--- src/common/host_pkg.sv ---
package host_pkg;

   // ########################################
   // Host bus widths
   // ########################################

   localparam int WADDR_W = 20;          // Word address width.
   localparam int DATA_W  = 32;          // Read data width.

   // ########################################
   // Host operations
   // ########################################

   typedef enum logic [1:0] {
      OP_READ_WORD   = 2'd0,             // Flash array word.
      OP_READ_STATUS = 2'd1,             // Status register byte.
      OP_READ_ID     = 2'd2              // JEDEC ID, 3 bytes.
   } host_op_e;

   // ########################################
   // Request and response
   // ########################################

   // Taken on a ren strobe while busy is low.
   typedef struct packed {
      host_op_e             op;
      logic [WADDR_W-1:0]   waddr;
   } host_req_t;

   typedef struct packed {
      logic [DATA_W-1:0]    rdata;       // First flash byte in bits 7:0.
   } host_rsp_t;

endpackage

--- src/common/flash_pkg.sv ---
package flash_pkg;

   // ########################################
   // Flash commands
   // ########################################

   typedef enum logic [7:0] {
      CMD_READ        = 8'h03,           // Slow read, 24-bit address.
      CMD_READ_STATUS = 8'h05,
      CMD_READ_ID     = 8'h9F
   } flash_cmd_e;

   // ########################################
   // Address map and bit counts
   // ########################################

   localparam int CMD_BITS    = 8;
   localparam int ADDR_BITS   = 24;
   localparam int STATUS_BITS = 8;
   localparam int ID_BITS     = 24;
   localparam int MAX_BITS    = 32;      // Longest TX or RX phase.
   localparam int CNT_W       = $clog2(MAX_BITS + 1);

   // Byte address of host word 0.
   localparam logic [ADDR_BITS-1:0] FLASH_BASE = 24'h10_0000;

   // ########################################
   // Transfer descriptor
   // ########################################

   // Command and address are left-aligned in tx_word.
   typedef struct packed {
      logic [MAX_BITS-1:0]  tx_word;
      logic [CNT_W-1:0]     tx_bits;
      logic [CNT_W-1:0]     rx_bits;
      host_pkg::host_op_e   op;          // Carried through to result.
   } xfer_desc_t;

endpackage

--- src/spi_flash/spi_cmd_decode.sv ---
module spi_cmd_decode (
   input  logic                  clk,
   input  logic                  rst_n,
   input  logic                  ren,
   input  host_pkg::host_req_t   req,
   input  logic                  busy_eng,
   output logic                  busy,
   output logic                  start,
   output flash_pkg::xfer_desc_t desc
);

   import host_pkg::*;
   import flash_pkg::*;

   logic                  accept;
   logic                  pending;
   logic [ADDR_BITS-1:0]  byte_addr;
   xfer_desc_t            desc_d;

   // Strobes seen while busy are dropped.
   assign accept = ren && !busy;
   assign busy   = pending || busy_eng;

   assign byte_addr = FLASH_BASE + ADDR_BITS'({req.waddr, 2'b00});

   // ########################################
   // Descriptor selection
   // ########################################

   always_comb begin
      desc_d.op = req.op;
      case (req.op)
         OP_READ_WORD: begin
            desc_d.tx_word = {CMD_READ, byte_addr};
            desc_d.tx_bits = CNT_W'(CMD_BITS + ADDR_BITS);
            desc_d.rx_bits = CNT_W'(MAX_BITS);
         end
         OP_READ_STATUS: begin
            desc_d.tx_word = {CMD_READ_STATUS, {ADDR_BITS{1'b0}}};
            desc_d.tx_bits = CNT_W'(CMD_BITS);
            desc_d.rx_bits = CNT_W'(STATUS_BITS);
         end
         OP_READ_ID: begin
            desc_d.tx_word = {CMD_READ_ID, {ADDR_BITS{1'b0}}};
            desc_d.tx_bits = CNT_W'(CMD_BITS);
            desc_d.rx_bits = CNT_W'(ID_BITS);
         end
         default: begin
            desc_d.tx_word = '0;         // Unused op code.
            desc_d.tx_bits = CNT_W'(CMD_BITS);
            desc_d.rx_bits = CNT_W'(STATUS_BITS);
         end
      endcase
   end

   // ########################################
   // Start pulse and pending flag
   // ########################################

   always_ff @(posedge clk or negedge rst_n) begin
      if (!rst_n) begin
         start   <= 1'b0;
         pending <= 1'b0;
      end else begin
         start <= accept;
         if (accept) begin
            pending <= 1'b1;           // Covers the gap until the engine runs.
         end else if (busy_eng) begin
            pending <= 1'b0;
         end
      end
   end

   // Stays stable for the whole transfer.
   always_ff @(posedge clk) begin
      if (accept) begin
         desc <= desc_d;
      end
   end

endmodule

--- src/spi_flash/spi_shift_engine.sv ---
module spi_shift_engine (
   input  logic                  clk,
   input  logic                  rst_n,
   input  logic                  start,
   input  flash_pkg::xfer_desc_t desc,
   output logic                  busy_eng,
   output logic [31:0]           rx_data,
   output logic                  rx_done,
   output logic                  ss,
   output logic                  sck,
   output logic                  mosi,
   input  logic                  miso
);

   import flash_pkg::*;

   typedef enum logic [2:0] {
      IDLE,
      START,
      TX,
      RX,
      DONE
   } state_e;

   state_e                state;
   logic [CNT_W-1:0]      bit_cnt;
   logic [MAX_BITS-1:0]   tx_sr;
   logic [MAX_BITS-1:0]   rx_sr;

   logic                  load;
   logic                  tx_shift;
   logic                  rx_sample;

   // ########################################
   // Shift strobes
   // ########################################

   assign load      = (state == IDLE) && start;
   assign tx_shift  = (state == START) || ((state == TX) && sck && (bit_cnt != '0));
   assign rx_sample = (state == RX) && !sck;  // SCK about to rise.

   assign busy_eng = (state != IDLE);
   assign rx_done  = (state == DONE);
   assign rx_data  = rx_sr;

   // ########################################
   // Control FSM
   // ########################################

   always_ff @(posedge clk or negedge rst_n) begin
      if (!rst_n) begin
         state   <= IDLE;
         bit_cnt <= '0;
         ss      <= 1'b1;
         sck     <= 1'b1;
         mosi    <= 1'b0;
      end else begin
         case (state)
            IDLE: begin
               if (start) begin
                  state <= START;
                  ss    <= 1'b0;
               end
            end
            START: begin
               state   <= TX;
               sck     <= 1'b0;        // First falling edge.
               mosi    <= tx_sr[MAX_BITS-1];
               bit_cnt <= desc.tx_bits;
            end
            TX: begin
               if (!sck) begin
                  sck     <= 1'b1;     // Flash samples MOSI here.
                  bit_cnt <= bit_cnt - 1'b1;
               end else if (bit_cnt == '0) begin
                  state   <= RX;
                  sck     <= 1'b0;
                  mosi    <= 1'b0;
                  bit_cnt <= desc.rx_bits;
               end else begin
                  sck  <= 1'b0;
                  mosi <= tx_sr[MAX_BITS-1];
               end
            end
            RX: begin
               if (!sck) begin
                  sck     <= 1'b1;
                  bit_cnt <= bit_cnt - 1'b1;
               end else if (bit_cnt == '0) begin
                  state <= DONE;
                  ss    <= 1'b1;       // SCK already high.
               end else begin
                  sck <= 1'b0;
               end
            end
            DONE: begin
               state <= IDLE;
            end
            default: begin
               state <= IDLE;
            end
         endcase
      end
   end

   // ########################################
   // Shift registers
   // ########################################

   always_ff @(posedge clk) begin
      if (load) begin
         tx_sr <= desc.tx_word;
      end else if (tx_shift) begin
         tx_sr <= {tx_sr[MAX_BITS-2:0], 1'b0};
      end

      // MSB first, result ends up right-aligned.
      if (load) begin
         rx_sr <= '0;
      end else if (rx_sample) begin
         rx_sr <= {rx_sr[MAX_BITS-2:0], miso};
      end
   end

endmodule

--- src/spi_flash/spi_read_result.sv ---
module spi_read_result (
   input  logic                  clk,
   input  logic                  rst_n,
   input  logic                  start,
   input  flash_pkg::xfer_desc_t desc,
   input  logic [31:0]           rx_data,
   input  logic                  rx_done,
   output host_pkg::host_rsp_t   rsp,
   output logic                  rd_valid
);

   import host_pkg::*;
   import flash_pkg::*;

   host_op_e           op_q;
   logic [DATA_W-1:0]  rdata_d;

   // Op of the transfer in flight.
   always_ff @(posedge clk) begin
      if (start) begin
         op_q <= desc.op;
      end
   end

   // ########################################
   // Formatting
   // ########################################

   always_comb begin
      case (op_q)
         OP_READ_WORD: begin
            // First byte on the wire goes to the low byte.
            rdata_d = {rx_data[7:0], rx_data[15:8], rx_data[23:16], rx_data[31:24]};
         end
         OP_READ_STATUS: begin
            rdata_d = {{(DATA_W - STATUS_BITS){1'b0}}, rx_data[STATUS_BITS-1:0]};
         end
         OP_READ_ID: begin
            rdata_d = {{(DATA_W - ID_BITS){1'b0}}, rx_data[ID_BITS-1:0]};
         end
         default: begin
            rdata_d = '0;
         end
      endcase
   end

   // ########################################
   // Response register
   // ########################################

   always_ff @(posedge clk or negedge rst_n) begin
      if (!rst_n) begin
         rd_valid <= 1'b0;
      end else begin
         rd_valid <= rx_done;          // One cycle after DONE.
      end
   end

   // Held until the next response.
   always_ff @(posedge clk) begin
      if (rx_done) begin
         rsp.rdata <= rdata_d;
      end
   end

endmodule

--- src/source/spi_flash_reader.sv ---
module spi_flash_reader (
   input  logic                  clk,
   input  logic                  rst_n,
   input  logic                  ren,
   input  host_pkg::host_req_t   req,
   output logic                  busy,
   output host_pkg::host_rsp_t   rsp,
   output logic                  rd_valid,
   output logic                  ss,
   output logic                  sck,
   output logic                  mosi,
   input  logic                  miso
);

   import flash_pkg::*;

   logic          start;
   logic          busy_eng;
   xfer_desc_t    desc;
   logic [31:0]   rx_data;
   logic          rx_done;

   // ########################################
   // Request decode
   // ########################################

   spi_cmd_decode u_decode (
      .clk      (clk),
      .rst_n    (rst_n),
      .ren      (ren),
      .req      (req),
      .busy_eng (busy_eng),
      .busy     (busy),
      .start    (start),
      .desc     (desc)
   );

   // ########################################
   // SPI engine
   // ########################################

   spi_shift_engine u_engine (
      .clk      (clk),
      .rst_n    (rst_n),
      .start    (start),
      .desc     (desc),
      .busy_eng (busy_eng),
      .rx_data  (rx_data),
      .rx_done  (rx_done),
      .ss       (ss),
      .sck      (sck),
      .mosi     (mosi),
      .miso     (miso)
   );

   // Response formatting.
   spi_read_result u_result (
      .clk      (clk),
      .rst_n    (rst_n),
      .start    (start),
      .desc     (desc),
      .rx_data  (rx_data),
      .rx_done  (rx_done),
      .rsp      (rsp),
      .rd_valid (rd_valid)
   );

endmodule

--- config.mk ---
export PLATFORM = sky130hd
export DESIGN_NAME = spi_flash_reader
export DESIGN_NICKNAME = d
export VERILOG_FILES = /design/src/common/host_pkg.sv /design/src/common/flash_pkg.sv /design/src/spi_flash/spi_cmd_decode.sv /design/src/spi_flash/spi_shift_engine.sv /design/src/spi_flash/spi_read_result.sv /design/src/source/spi_flash_reader.sv
export SDC_FILE = /design/constraint.sdc
export NUM_CORES = 1
export LEC_CHECK = 0
export ABC_CLOCK_PERIOD_IN_PS = 3700
export BUFFER_PORTS_ARGS = -buffer_cell sky130_fd_sc_hd__buf_2
export CELL_PAD_IN_SITES_DETAIL_PLACEMENT = 1
export CELL_PAD_IN_SITES_GLOBAL_PLACEMENT = 1
export CORE_MARGIN = 4
export CORE_UTILIZATION = 40
export CTS_CLUSTER_DIAMETER = 120
export CTS_CLUSTER_SIZE = 8
export DETAILED_ROUTE_END_ITERATION = 12
export PLACE_DENSITY_LB_ADDON = 0.25
export RECOVER_POWER = 100
export SYNTH_ARGS = -nofsm -noshare
export SYNTH_HDL_FRONTEND = slang
export SYNTH_SLANG_ARGS = --single-unit
--- constraint.sdc ---
create_clock -name clk -period 3.7 [get_ports clk]
set_input_delay 0.74 -clock clk [delete_from_list [all_inputs] [get_ports clk]]
set_output_delay 0.74 -clock clk [all_outputs]
set_load 0.02 [all_outputs]
[Yosys cells after proc, flatten, opt, wreduce, memory -nomap -nowiden]
Cells that the tools add are included.
Widths: inputs -> output; s select.
Cells by class
  add/subtract/negate cells: 2
  multipliers: 0
  divide/modulo/power cells: 0
  magnitude comparators: 0
  equality and inequality tests: 15
  shift-type cells: 0
  multiplexer cells: 27
  bitwise operators: 0
  reduce and logical (&&, ||, !) cells: 24
Operators with widths (count)
  $pmux 44 s3: 1
  $pmux 32 s3: 1
  $mux 32: 2
  $add 21x22->23 const A: 1
  $mux 6: 3
  $pmux 6 s3: 1
  $mux 3: 5
  $pmux 3 s4: 1
  $mux 1: 10
  $ne 2x2->1 const B: 4
  $reduce_bool 2->1: 4
  $eq 3x2->1 const B: 2
  $logic_not 6->1: 1
  $reduce_bool 3->1: 2
  $reduce_bool 6->1: 1
  $sub 6x1->6 const B: 1
  $logic_and 1x1->1: 5
  $reduce_and 5->1: 1
  $eq 2x1->1 const B: 2
  $eq 2x2->1 const B: 2
  $logic_not 2->1: 2
  $ne 2x1->1 const B: 2
  $pmux 1 s2: 2
  $reduce_and 4->1: 1
  other kinds (9): 11
Word-level totals
  register bits: 159
  latch bits: 0
  memory bits (writable): 0
  ROM bits: 0
  memories: 0

[Longest topological paths before layout]
Gate-level depths: netlist (run 1).
  depth after elaboration: 6
  depth in mapped cells: 7
  depth with buffers taken out: 6

[Cells and area by module]
Synthesis (run 1) repeated with hierarchy kept, for this count alone.
Second synthesis, totals
  cell total of the unflattened synthesis: 550
  area, all modules: 6115.9 µm²
By module, submodules not included
  spi_shift_engine: instances 1, cells each 365, area each 3270.6 µm²
  spi_read_result: instances 1, cells each 100, area each 1536.5 µm²
  spi_cmd_decode: instances 1, cells each 85, area each 1308.8 µm²

[Worst setup path after synthesis (run 1)]
Ideal clock, no wire load.
  path type: reg-to-reg
  from: register u_engine.state[2]
  to: register, netlist name u_decode.desc[0]
  arrival time: 2274 ps
  data required time: 3284 ps
  slack: 1009 ps
  stages on the path, launching flop included: 5
  buffers on the path: 1
  period minus slack after synthesis: 2691 ps
  cell sequence: dfrtp_1 -> buf_4 -> nor3_2 -> nand2b_1 -> nor2_1
On the way
  cells in the longest elaborated chain, start to end: 4
Ends and longest elaborated chain
  start, declared: RTL line spi_shift_engine.sv:25  | state_e state;
  start signal, assigned: RTL line spi_shift_engine.sv:52  | state <= IDLE;
  start signal, assigned: RTL line spi_shift_engine.sv:61  | state <= START;
  start signal, assigned: RTL line spi_shift_engine.sv:66  | state <= TX;
  $reduce_bool 3->1: RTL line spi_shift_engine.sv:42  | assign busy_eng = (state != IDLE);
  $logic_or 1x1->1: RTL line spi_cmd_decode.sv:22  | assign busy = pending || busy_eng;
  net busy: RTL line spi_flash_reader.sv:6  | output logic busy,
  $logic_not 1->1: RTL line spi_cmd_decode.sv:21  | assign accept = ren && !busy;
  $logic_and 1x1->1: RTL line spi_cmd_decode.sv:21
  net u_decode.accept: RTL line spi_cmd_decode.sv:15  | logic accept;
The timed path passes the listed nets, and every way through them passes these cells.
A chain may end at the register's enable or synchronous reset.

[Final worst setup path (run 1)]
  from: register u_engine.state[1]
  to: register u_engine.tx_sr[15], enable pin
On the way
  cells in the longest elaborated chain, start to end: 5
  elaborated cells between the ends (all ways): 8
  those cells by class: eq/ne (2); reduce/logical (6)
Ends and longest elaborated chain
  $eq 3x2->1: RTL line spi_shift_engine.sv:39  | assign tx_shift = (state == START) || ((state == TX) && sck && (bit_cnt != '0));
  $logic_and 1x1->1 (2 in series): RTL line spi_shift_engine.sv:39
  $logic_or 1x1->1: RTL line spi_shift_engine.sv:39
  $reduce_bool 2->1 (no line) *
  end signal, assigned: RTL line spi_shift_engine.sv:112  | tx_sr <= desc.tx_word;
  end signal, assigned: RTL line spi_shift_engine.sv:114  | tx_sr <= {tx_sr[MAX_BITS-2:0], 1'b0};
  end, declared: RTL line spi_shift_engine.sv:27  | logic [MAX_BITS-1:0] tx_sr;
Mark *: on every way between the ends. The rest lies on a longest branch, timed or not.

==> reports/metrics.yaml, run 1 <==
power.share.switching_pct: 26.50
globalRouteTotalUtil_pct: 14.69
area_growth_syn_to_layout_pct: 17.76
grt_overflow_total: 0
violations: "max-capacitance violations, max-slew violations"
synth_cell_types: 46
cts.root.buffer_cell: "clkbuf_16"
hold_viol_final: 0
power_density_mw_per_mm2: 728.0
post_cts.resized_instances: 0
final.hold.worst_slack_ns: 0.4047
synth_area_mm2: 0.005763
detailedRoute.firstPassIterationCount: 4
depth_of_the_worst_register_to_register_path: 4
port-buffer-count: 62
critical_path_peak_fanout: 30
first_global_vias: 3683
postSynthNetCount: 536
synth_enable_flop_cells: 93
dieArea_mm2: 0.01639
number_of_antenna_violations_at_the_first_check_in_global_routing: 0
total_power_w: 0.004941
dieWidth_um: 128.0
timing.critical_path.to_type: "register"
dr.first_iter.drc_count: 331
detailedPlacementHpwl_um: 7500
combPwrFrac_pct: 15.7
min_delay_path_class: "input port to async pin"
start_util_pct: 41.20
row_count: 43
max_cap_viol_count: 2
coreArea_mm2: 0.01399
syn_area_per_cell_um2: 11.46
cts_made_buffers: 17
finalWirelength_um: 11380
setup.reg_to_reg.worst_slack_ns: 0.94
setup_repair_after_global_routing_missed_its_margin: "false"
worst_skew_pair.late_latency_ns: 0.42
route.detailed.vias_per_inst: 4.860
fin_setup_tns_ns: 0
ys_seq_elements: 140
synthesized_instance_count: 503
setup-violations-final: 0
worstMarginPinSlew_ns: 1.661
worst_r2r_startpoint: "u_engine.state[1]$_DFFE_PN0P_"
timing.critical_path.arrival_ns: 2.77
wl_per_cell_um: 15.07
dr_total_vias: 3669
worst_path_max_delay_cell: "clkbuf_1"
seq_power_share_pct: 45.9
maxSlewViolCount: 65
antenna-diode-count: 0
result_of_the_run: "finished, violations left"
power_frac_clock_pct: 38.4
worst_endpoint_required_time_ns: 3.71
ctsLongestPathBuffers: 2
top_ff_cell_synth: "edfxtp_1"
post_route_drc: 0
ys_seq_area_share_pct: 66.13
wire_length_of_the_first_global_routing_pass_um: 18640
boundaryPins: 63
worst_r2r_endpoint: "u_engine.tx_sr[15]$_DFFE_PP_"
async_reset_ff_share_pct: 10.71
crit_chain: "and2b_1 > a31oi_1 > nor2_2 > clkbuf_1"
cts_hold_buffers: 0
final_min_period_over_clock_period_pct: 74.57
power.ir.vdd_worst_mv: 0.3122
clock_tree_from_tritoncts: "yes"
die_height_um: 128.0
synth_warnings: 0
postCtsSetupRepairBufs: 0
maximum_number_of_pins_on_one_net_before_global_route_repair: 34
critical_path.max_stage_delay_ns: 1.21
power.net_switching_w: 0.001309
leakagePower_nw: 2.567
fin_nets: 595
worst_setup_hold_path_clk_slew_ns: 0.06
timing.clock.skew_ns: 0.006227
fin_cells: 755
dpl-instance-area_mm2: 0.006195
cellInternalPower_w: 0.003631
final_layout_size_suffix_gt1_share_pct: 11.65
ctsHtreeMaxLevel: 4
finalWeightedCongestion: 0.7436
numPlacedInstances: 723
slew_headroom_pct: -10.72
number_of_antenna_violating_nets_in_the_routed_design: 0
crit_type: "register to register"
clock_sink_count: 140
design_area_mm2: 0.006787
fmax_mhz: 362.4
worst_setup_path_start_kind: "register"
final_period_minus_worst_setup_slack_ns: 2.759
==> worst max-delay path by stage <==
stage	to	cells after the start	startpoint	slack, ns
floorplan	u_decode.desc[0]$_DFFE_PP_	4	u_engine.state[2]$_DFFE_PN0P_	1.01
global placement	u_engine.tx_sr[23]$_SDFFCE_PP0P_	3	u_engine.state[2]$_DFFE_PN0P_	1.45
detailed placement	u_engine.tx_sr[23]$_SDFFCE_PP0P_	3	u_engine.state[2]$_DFFE_PN0P_	1.39
CTS	busy	3	u_engine.state[2]$_DFFE_PN0P_	1.16
global route	u_engine.tx_sr[13]$_DFFE_PP_	4	u_engine.state[1]$_DFFE_PN0P_	0.73
finish	u_engine.tx_sr[15]$_DFFE_PP_	4	u_engine.state[1]$_DFFE_PN0P_	0.94
==> layout by cell type (no fill, tap or decap), types with 2 or more instances in the layout <==
master | Yosys | routed
nand3b_1 | 2 | 2
a31o_1 | 2 | 2
clkbuf_1 | 11 | 43
inv_1 | 10 | 10
inv_2 | 2 | 2
buf_4 | 9 | 2
o22ai_1 | 2 | 2
a22o_1 | 8 | 8
clkinv_2 | 0 | 2
o21ai_0 | 1 | 2
mux2i_1 | 20 | 20
and2_0 | 0 | 23
and2_1 | 32 | 8
clkinvlp_4 | 0 | 2
a21oi_1 | 35 | 35
nor3_1 | 2 | 3
o2bb2ai_1 | 2 | 2
dfxtp_1 | 32 | 32
edfxtp_1 | 93 | 93
ha_1 | 7 | 7
nand2b_1 | 3 | 3
nor2_1 | 27 | 26
nor2b_1 | 4 | 4
a31oi_1 | 3 | 4
clkbuf_16 | 0 | 17
clkbuf_8 | 0 | 4
buf_2 | 6 | 23
bufinv_16 | 0 | 5
dfrtp_1 | 13 | 13
nand3_1 | 3 | 3
or2_2 | 2 | 2
nand2_1 | 146 | 146
and3_1 | 4 | 4
==> cells in the mapped netlist, drive strengths merged (2+ instances only) <==
cell | count | share of area [%]
nor2 | 27 | 1.8
nand3 | 3 | 0.26
o21ai | 2 | 0.17
clkbuf | 11 | 0.72
a31o | 2 | 0.30
nand2 | 146 | 9.5
nand3b | 2 | 0.26
ha | 7 | 1.5
dfxtp | 32 | 11
o22ai | 2 | 0.22
nand2b | 3 | 0.33
and3 | 4 | 0.43
buf | 17 | 2.1
a21oi | 35 | 3.0
or2 | 3 | 0.33
nor2b | 4 | 0.43
a211oi | 2 | 0.48
edfxtp | 93 | 48
dfrtp | 13 | 5.6
inv | 12 | 0.78
dfstp | 2 | 0.91
a22o | 8 | 1.2
a31oi | 4 | 0.54
and2 | 32 | 3.5
o2bb2ai | 2 | 0.30
nor3 | 4 | 0.52
mux2i | 20 | 3.5
==> power groups by stage <==
stage                     clock network (W)  registers, W  logic, W
after floorplan                           0       0.00222  0.000627
after global placement                    0       0.00229  0.000755
after detailed placement                  0       0.00229  0.000806
after CTS                           0.00193       0.00227  0.000810
after global routing                0.00202       0.00231  0.000880
final                               0.00190       0.00227  0.000775
==> routing by layer <==
metal / share of wire [%] / GRT usage, % / vias to the layer above / routed length (um)
li1: - / - / 1835 / -
met1: 45 / 18.48 / 1753 / 5077
met2: 49 / 23.81 / 65 / 5576
met3: 4.5 / 4.083 / 16 / 511
met4: 1.9 / 6.367 / 0 / 215
met5: 0 / 0 / - / 0
==> registers in the layout, indices dropped and copies added, names as in the netlist <==
| name | flops |
|---|---|
| u_result.rsp | 32 |
| u_engine.rx_data | 32 |
| u_result.rd_valid | 1 |
| u_engine.state | 3 |
| u_decode.desc | 29 |
| u_decode.pending | 1 |
| u_result.op_q | 2 |
| u_engine.mosi | 1 |
| u_decode.start | 1 |
| u_engine.bit_cnt | 6 |
| u_engine.sck | 1 |
| u_engine.ss | 1 |
| u_engine.tx_sr | 30 |
==> critical path: cells and delay by family, from the launching register on <==
family,cells,cell delay [ns]
buffers and inverters,1,1.21
flip-flops,1,0.61
AO/OA/AOI/OAI,1,0.12
AND/OR/NAND/NOR,2,0.41
==> final cells by class <==
type / instances / area [um2]
clock buffers: 22 / 484.2
clock inverters: 10 / 183.9
fillers: 1540 / 7202
inverters: 12 / 45.04
multi-input cells: 323 / 1744
flip-flops and latches: 140 / 3811
well taps: 180 / 225.2
repair buffers: 68 / 292.8
==> through the flow <==
stage | setup WS (ns) | utilization [%]
final | 0.9409 | 48.52
after global routing | 0.7262 | 48.52
after CTS | 1.157 | 49.06
after detailed placement | 1.385 | 44.28
after global placement | 1.450 | 44.28
after floorplan | 1.009 | -
==> cells by family (layout without fill, tap and decap cells) <==
logic type,after synthesis,in the layout,synth area share (%)
muxes,20,20,3.474
adders and majority gates,7,7,1.520
buffers and inverters,40,112,3.582
and+or+nand+nor,230,230,17.65
DFF,140,140,66.13
xor gates and xnor gates,1,1,0.1520
AOI/OAI and AO/OA,65,65,7.491
(Power assumes the default switching activity.)
==> run 2: changes to the inputs <==
ABC_CLOCK_PERIOD_IN_PS = 2800   (was 3700)
clock period = 2.8 ns   (was 3.7 ns; I/O delays follow)
==> reports/metrics.yaml, run 2 (synthesized netlist as in run 1, its figures left out) <==
min_delay_path_class: "input port to async pin"  # unchanged
first_global_vias: 3763  # was 3683
route.detailed.vias_per_inst: 4.900  # was 4.860
number_of_antenna_violating_nets_in_the_routed_design: 0  # unchanged
row_count: 43  # unchanged
clock_sink_count: 140  # unchanged
detailedPlacementHpwl_um: 7345  # was 7500 um
maxSlewViolCount: 0  # was 65
wire_length_of_the_first_global_routing_pass_um: 18470  # was 18640 um
mostFrequentLayoutCell: "nand2_1"  # unchanged
cts_hold_buffers: 0  # unchanged
design_area_mm2: 0.006730  # was 0.006787 mm2
die_height_um: 128.0  # unchanged
timing.critical_path.arrival_ns: 2.59  # was 2.77 ns
maximum_number_of_pins_on_one_net_before_global_route_repair: 34  # unchanged
worstMarginPinSlew_ns: 1.248  # was 1.661 ns
postCtsSetupRepairBufs: 0  # unchanged
finalWeightedCongestion: 0.8097  # was 0.7436
fin_setup_tns_ns: 0  # unchanged
critical_path_peak_fanout: 32  # was 30
setup_repair_after_global_routing_missed_its_margin: "false"  # unchanged
result_of_the_run: "completed"  # was finished, violations left
dpl-instance-area_mm2: 0.006217  # was 0.006195 mm2
worst_r2r_endpoint: "u_engine.rx_data[3]$_SDFFE_PP0P_"  # was u_engine.tx_sr[15]$_DFFE_PP_
slew_headroom_pct: 16.83  # was -10.72%
cts.root.buffer_cell: "clkbuf_16"  # unchanged
dieWidth_um: 128.0  # unchanged
globalRouteTotalUtil_pct: 14.47  # was 14.69%
ctsLongestPathBuffers: 2  # unchanged
detailedRoute.firstPassIterationCount: 4  # unchanged
power_density_mw_per_mm2: 927.5  # was 728.0 mW/mm2
timing.critical_path.to_type: "register"  # unchanged
cts_made_buffers: 17  # unchanged
worst_setup_hold_path_clk_slew_ns: 0.06  # about the same
power.ir.vdd_worst_mv: 0.4581  # was 0.3122 mV
coreArea_mm2: 0.01399  # unchanged
wl_per_cell_um: 14.97  # was 15.07 um
worst_setup_path_start_kind: "register"  # unchanged
dr_total_vias: 3714  # was 3669
ctsHtreeMaxLevel: 4  # unchanged
leakagePower_nw: 2.560  # was 2.567 nW
timing.clock.skew_ns: 0.007533  # was 0.006227 ns
dieArea_mm2: 0.01639  # unchanged
crit_type: "register to register"  # unchanged
final_layout_size_suffix_gt1_share_pct: 12.11  # was 11.65%
grt_overflow_total: 0  # unchanged
multiInputGateArea_mm2: 0.001750  # was 0.001744 mm2
final_period_minus_worst_setup_slack_ns: 2.291  # was 2.759 ns
hold_viol_final: 0  # unchanged
worst_endpoint_required_time_ns: 3.09  # was 3.71 ns
worst_skew_pair.late_latency_ns: 0.42  # about the same
start_util_pct: 41.20  # unchanged
worst_r2r_startpoint: "u_engine.state[0]$_DFFE_PN0P_"  # was u_engine.state[1]$_DFFE_PN0P_
boundaryPins: 63  # unchanged
layout.filler_cells: 1538  # was 1540
post_cts.resized_instances: 0  # unchanged
antenna-diode-count: 0  # unchanged
setup.reg_to_reg.worst_slack_ns: 0.51  # was 0.94 ns
port-buffer-count: 62  # unchanged
mostFrequentLayoutCells: "nand2_1 (146), edfxtp_1 (93), clkbuf_1 (43)"  # unchanged
number_of_antenna_violations_at_the_first_check_in_global_routing: 0  # unchanged
area_growth_syn_to_layout_pct: 16.78  # was 17.76%
seqCellArea_mm2: 0.003811  # unchanged
fmax_mhz: 436.5  # was 362.4 MHz
total_power_w: 0.006242  # was 0.004941 W
post_route_drc: 0  # unchanged
fin_nets: 598  # was 595
dr.first_iter.drc_count: 229  # was 331
critical_path.startpoint: "u_engine.state[0]$_DFFE_PN0P_"  # was u_engine.state[1]$_DFFE_PN0P_
clock_tree_from_tritoncts: "yes"  # unchanged
max_cap_viol_count: 0  # was 2
final_min_period_over_clock_period_pct: 81.82  # was 74.57%
setup-violations-final: 0  # unchanged
depth_of_the_worst_register_to_register_path: 4  # unchanged
finalWirelength_um: 11350  # was 11380 um
[run 2: cell count changes in the layout (fill, tap and decap cells not counted), moves of 2 or more]
cell / before / now
and2_0: 23 / 21
and2_1: 8 / 11
buf_4: 2 / 4
bufinv_16: 5 / 2
clkbuf_2: 1 / 3
clkinv_2: 2 / 5
clkinvlp_4: 2 / 0
[run 2: cell type report]
class	instances	area share [%]
clock inverter	11	1.710
inverter	12	0.6693
clock buffer	21	6.990
timing repair buffer	71	4.648
sequential	140	56.63
tap	180	3.346
multi-input combinational	323	26.01
[run 2: power breakdown]
| part | switching [W] | leakage, nW | internal [W] |
|---|---|---|---|
| combinational | 0.000657 | 1.01 | 0.000373 |
| sequential | 0.000245 | 1.26 | 0.00275 |
| clock | 0.000842 | 0.295 | 0.00138 |
| total | 0.00174 | 2.56 | 0.00450 |
[run 2: per-stage QoR]
stage	std cells	hold slack, ns	worst slack, ns	util [%]
CTS	758	0.04014	0.5717	48.63
detailed placement	726	0.4529	0.6561	44.45
finish	758	0.2282	0.5090	48.11
global route	758	0.3056	0.2897	48.11
global placement	726	0.4513	0.8006	44.45
floorplan	503	0.2644	0.1095	-
[run 2: worst max-delay path, stage by stage, from the launching register on]
cell     delay (ns)
dfrtp_1        0.50
nor3_2         0.34
and2_1         0.77
buf_4          0.46
a21oi_1        0.08
[run 2: worst max path at each step]
stage                                  endpoint  slack, ns  cells after the start
4_1_cts                                    busy       0.57                      3
6_report       u_engine.rx_data[3]$_SDFFE_PP0P_       0.51                      4
3_3_place_gp   u_engine.tx_sr[29]$_SDFFCE_PP0P_       0.80                      3
2_1_floorplan        u_decode.desc[0]$_DFFE_PP_       0.11                      4
5_1_grt        u_engine.rx_data[3]$_SDFFE_PP0P_       0.29                      4
3_5_place_dp   u_engine.tx_sr[29]$_SDFFCE_PP0P_       0.66                      3
[run 2: metal layers]
| layer | track usage [%] | vias to the layer above | routed length [um] |
|---|---|---|---|
| li1 | - | 1840 | - |
| met2 | 23.88 | 64 | 5544 |
| met1 | 17.68 | 1789 | 5052 |
| met3 | 4.167 | 21 | 508 |
| met4 | 6.429 | 0 | 239 |
| met5 | 0 | - | 0 |
==> run 3: changes to the inputs <==
ABC_AREA = 1   (was not set)
ABC_CLOCK_PERIOD_IN_PS = 2050   (was 2800)
clock period = 2.05 ns   (was 2.8 ns; I/O delays follow)
==> reports/metrics.yaml, run 3 <==
result_of_the_run: "completed"  # unchanged
final_period_minus_worst_setup_slack_ns: 1.854  # was 2.291 ns
route.detailed.vias_per_inst: 4.780  # was 4.900
synth_cell_types: 33  # was 46
worst_setup_hold_path_clk_slew_ns: 0.06  # about the same
fin_setup_tns_ns: 0  # unchanged
post_cts.resized_instances: 0  # unchanged
dieArea_mm2: 0.01633  # was 0.01639 mm2
synth_area_mm2: 0.005741  # was 0.005763 mm2
antenna-diode-count: 0  # unchanged
wire_length_of_the_first_global_routing_pass_um: 19210  # was 18470 um
async_reset_ff_share_pct: 10.71  # unchanged
hold_viol_final: 0  # unchanged
first_global_vias: 3966  # was 3763
finalWeightedCongestion: 0.7865  # was 0.8097
dr.first_iter.drc_count: 235  # was 229
worst_path_max_delay_cell: "dfrtp_1"  # was and2_1
timing.critical_path.to_type: "register"  # unchanged
crit_type: "register to register"  # unchanged
worst_setup_path_start_kind: "register"  # unchanged
clock_tree_from_tritoncts: "yes"  # unchanged
ctsHtreeMaxLevel: 4  # unchanged
boundaryPins: 63  # unchanged
post_route_drc: 0  # unchanged
globalRouteTotalUtil_pct: 14.78  # was 14.47%
clock_sink_count: 140  # unchanged
synthDominantCellAreaShare_pct: 48.65  # was 48.46%
maxSlewViolCount: 0  # unchanged
area_growth_syn_to_layout_pct: 18.57  # was 16.78%
detailedRoute.firstPassIterationCount: 5  # was 4
row_count: 43  # unchanged
number_of_antenna_violating_nets_in_the_routed_design: 0  # unchanged
wl_per_cell_um: 14.13  # was 14.97 um
setup_repair_after_global_routing_missed_its_margin: "false"  # unchanged
ys_seq_area_share_pct: 66.39  # was 66.13%
maximum_number_of_pins_on_one_net_before_global_route_repair: 34  # unchanged
fmax_mhz: 539.5  # was 436.5 MHz
worstMarginPinSlew_ns: 0.8913  # was 1.248 ns
number_of_antenna_violations_at_the_first_check_in_global_routing: 0  # unchanged
cts.root.buffer_cell: "clkbuf_16"  # unchanged
worst_skew_pair.late_latency_ns: 0.41  # was 0.42 ns
port-buffer-count: 62  # unchanged
critical_path.max_stage_delay_ns: 0.46  # was 0.77 ns
ctsLongestPathBuffers: 2  # unchanged
design_area_mm2: 0.006807  # was 0.006730 mm2
dr_total_vias: 3786  # was 3714
most_frequent_cell_after_synthesis: "nand2_1"  # unchanged
dieWidth_um: 127.8  # was 128.0 um
worst_endpoint_required_time_ns: 2.16  # was 3.09 ns
die_height_um: 127.8  # was 128.0 um
grt_overflow_total: 0  # unchanged
numPlacedInstances: 759  # was 726
timing.critical_path.arrival_ns: 1.96  # was 2.59 ns
final_min_period_over_clock_period_pct: 90.42  # was 81.82%
leakagePower_nw: 3.003  # was 2.560 nW
synth_top_cell_by_area: "edfxtp_1"  # unchanged
detailedPlacementHpwl_um: 7519  # was 7345 um
synth_enable_flop_cells: 93  # unchanged
coreArea_mm2: 0.01399  # unchanged
top_ff_cell_synth: "edfxtp_1"  # unchanged
final_layout_size_suffix_gt1_share_pct: 12.91  # was 12.11%
fin_cells: 792  # was 758
syn_area_per_cell_um2: 10.85  # was 11.46 um2
power_density_mw_per_mm2: 1674  # was 927.5 mW/mm2
power.ir.vdd_worst_mv: 0.6933  # was 0.4581 mV
fin_nets: 632  # was 598
timing.clock.skew_ns: 0.007824  # was 0.007533 ns
critical_path_peak_fanout: 32  # unchanged
min_delay_path_class: "input port to register"  # was input port to async pin
synthesized_instance_count: 529  # was 503
synthTopCellsByCount: "nand2_1 (136), edfxtp_1 (93), inv_1 (76)"  # was nand2_1 (146), edfxtp_1 (93), a21oi_1 (35)
start_util_pct: 41.04  # was 41.20%
crit_chain: "nor2_4 > nand2_1 > nor2_1 > inv_6 > nand3_2 > buf_12"  # was nor3_2 > and2_1 > buf_4 > a21oi_1
setup-violations-final: 0  # unchanged
yosys-top-cells-area: "edfxtp_1 (49%), dfxtp_1 (11%), nand2_1 (8.9%)"  # was edfxtp_1 (48%), dfxtp_1 (11%), nand2_1 (9.5%)
finalWirelength_um: 11190  # was 11350 um
slew_headroom_pct: 40.58  # was 16.83%
mostFrequentLayoutCell: "nand2_1"  # unchanged
synth_warnings: 0  # unchanged
mostFrequentLayoutCells: "nand2_1 (137), edfxtp_1 (93), inv_1 (77)"  # was nand2_1 (146), edfxtp_1 (93), clkbuf_1 (43)
postSynthNetCount: 562  # was 536
max_cap_viol_count: 0  # unchanged
dpl-instance-area_mm2: 0.006272  # was 0.006217 mm2
ys_seq_elements: 140  # unchanged
cts_made_buffers: 17  # unchanged
==> run 3: changes by cell type after synthesis, sizes merged, moves of 5 or more <==
cell | previous run | this run
mux2i | 20 | 0
inv | 12 | 79
nor2 | 27 | 22
and2 | 32 | 0
o21ai | 2 | 38
o22ai | 2 | 24
nand2 | 146 | 140
a22o | 8 | 0
nand3 | 3 | 15
==> run 3: logic make-up (layout without fill, tap and decap cells) <==
logic type	count (synthesis)	in the layout	share of synthesized area (%)
compound gates	100	100	10.77
xor+xnor	1	1	0.1526
fa+ha+maj	7	7	1.526
buf+inv	100	183	7.781
flops	140	140	66.39
simple gates	181	181	13.38
==> run 3: final timing paths <==
kind	start	end	slack (ns)	depth (start not counted)
worst min-delay path	req[10]	u_decode.desc[26]$_DFFE_PP_	0.26	3
worst min register to register	u_engine.rx_data[31]$_SDFFE_PP0P_	u_engine.rx_data[31]$_SDFFE_PP0P_	0.46	2
min in group asynchronous	rst_n	u_engine.bit_cnt[0]$_DFFE_PN0P_	0.64	2
max in group asynchronous	rst_n	u_decode.start$_DFF_PN0_	0.86	2
worst max-delay path	u_engine.state[2]$_DFFE_PN0P_	u_engine.tx_sr[14]$_DFFE_PP_	0.20	6
worst max register to register	u_engine.state[2]$_DFFE_PN0P_	u_engine.tx_sr[14]$_DFFE_PP_	0.20	6
==> run 3: repair_timing <==
item,4_1_cts,5_1_grt
setup buffers,0,0
setup endpoints to repair,0,0
endpoints found under the hold margin,13,0
hold buffers,1,0
==> run 3: layer usage <==
metal	wire length (um)	track usage, %	share of wire [%]	vias up
li1	-	-	-	1889
met1	4960	18.26	44	1820
met3	511	4.583	4.6	9
met4	111	4.744	0.99	0
met2	5608	24.80	50	68
met5	0	0	0	-
==> run 3: cell type report <==
class                      instances  area (um2)
multi-input combinational        289        1405
sequential                       140        3811
tap                              180       225.2
fill                            1581        7182
clock buffer                      24       534.3
timing repair buffer              72       379.1
inverter                          79       301.5
clock inverter                     8       150.1
==> run 3: critical path, delay by kind of cell, from the launching register on <==
kind          cells  cell delay (ns)
buf+inv           2             0.36
flops             1             0.46
simple gates      4             0.71
==> run 3: power by group <==
part           internal [W]  switching (W)
registers           0.00439       0.000437
clock network       0.00232        0.00113
logic               0.00101        0.00211
==> run 3: per-stage QoR <==
stage	hold slack (ns)	utilization (%)	setup slack, ns	total power (W)
6_report	0.2591	48.66	0.1964	0.01140
5_1_grt	0.2477	48.66	0.06771	0.01221
4_1_cts	0.1993	49.80	0.1387	0.01179
3_5_place_dp	0.3479	44.84	0.4099	0.008277
3_3_place_gp	0.3425	44.84	0.4678	0.008088
2_1_floorplan	0.1144	-	0.1934	0.007308
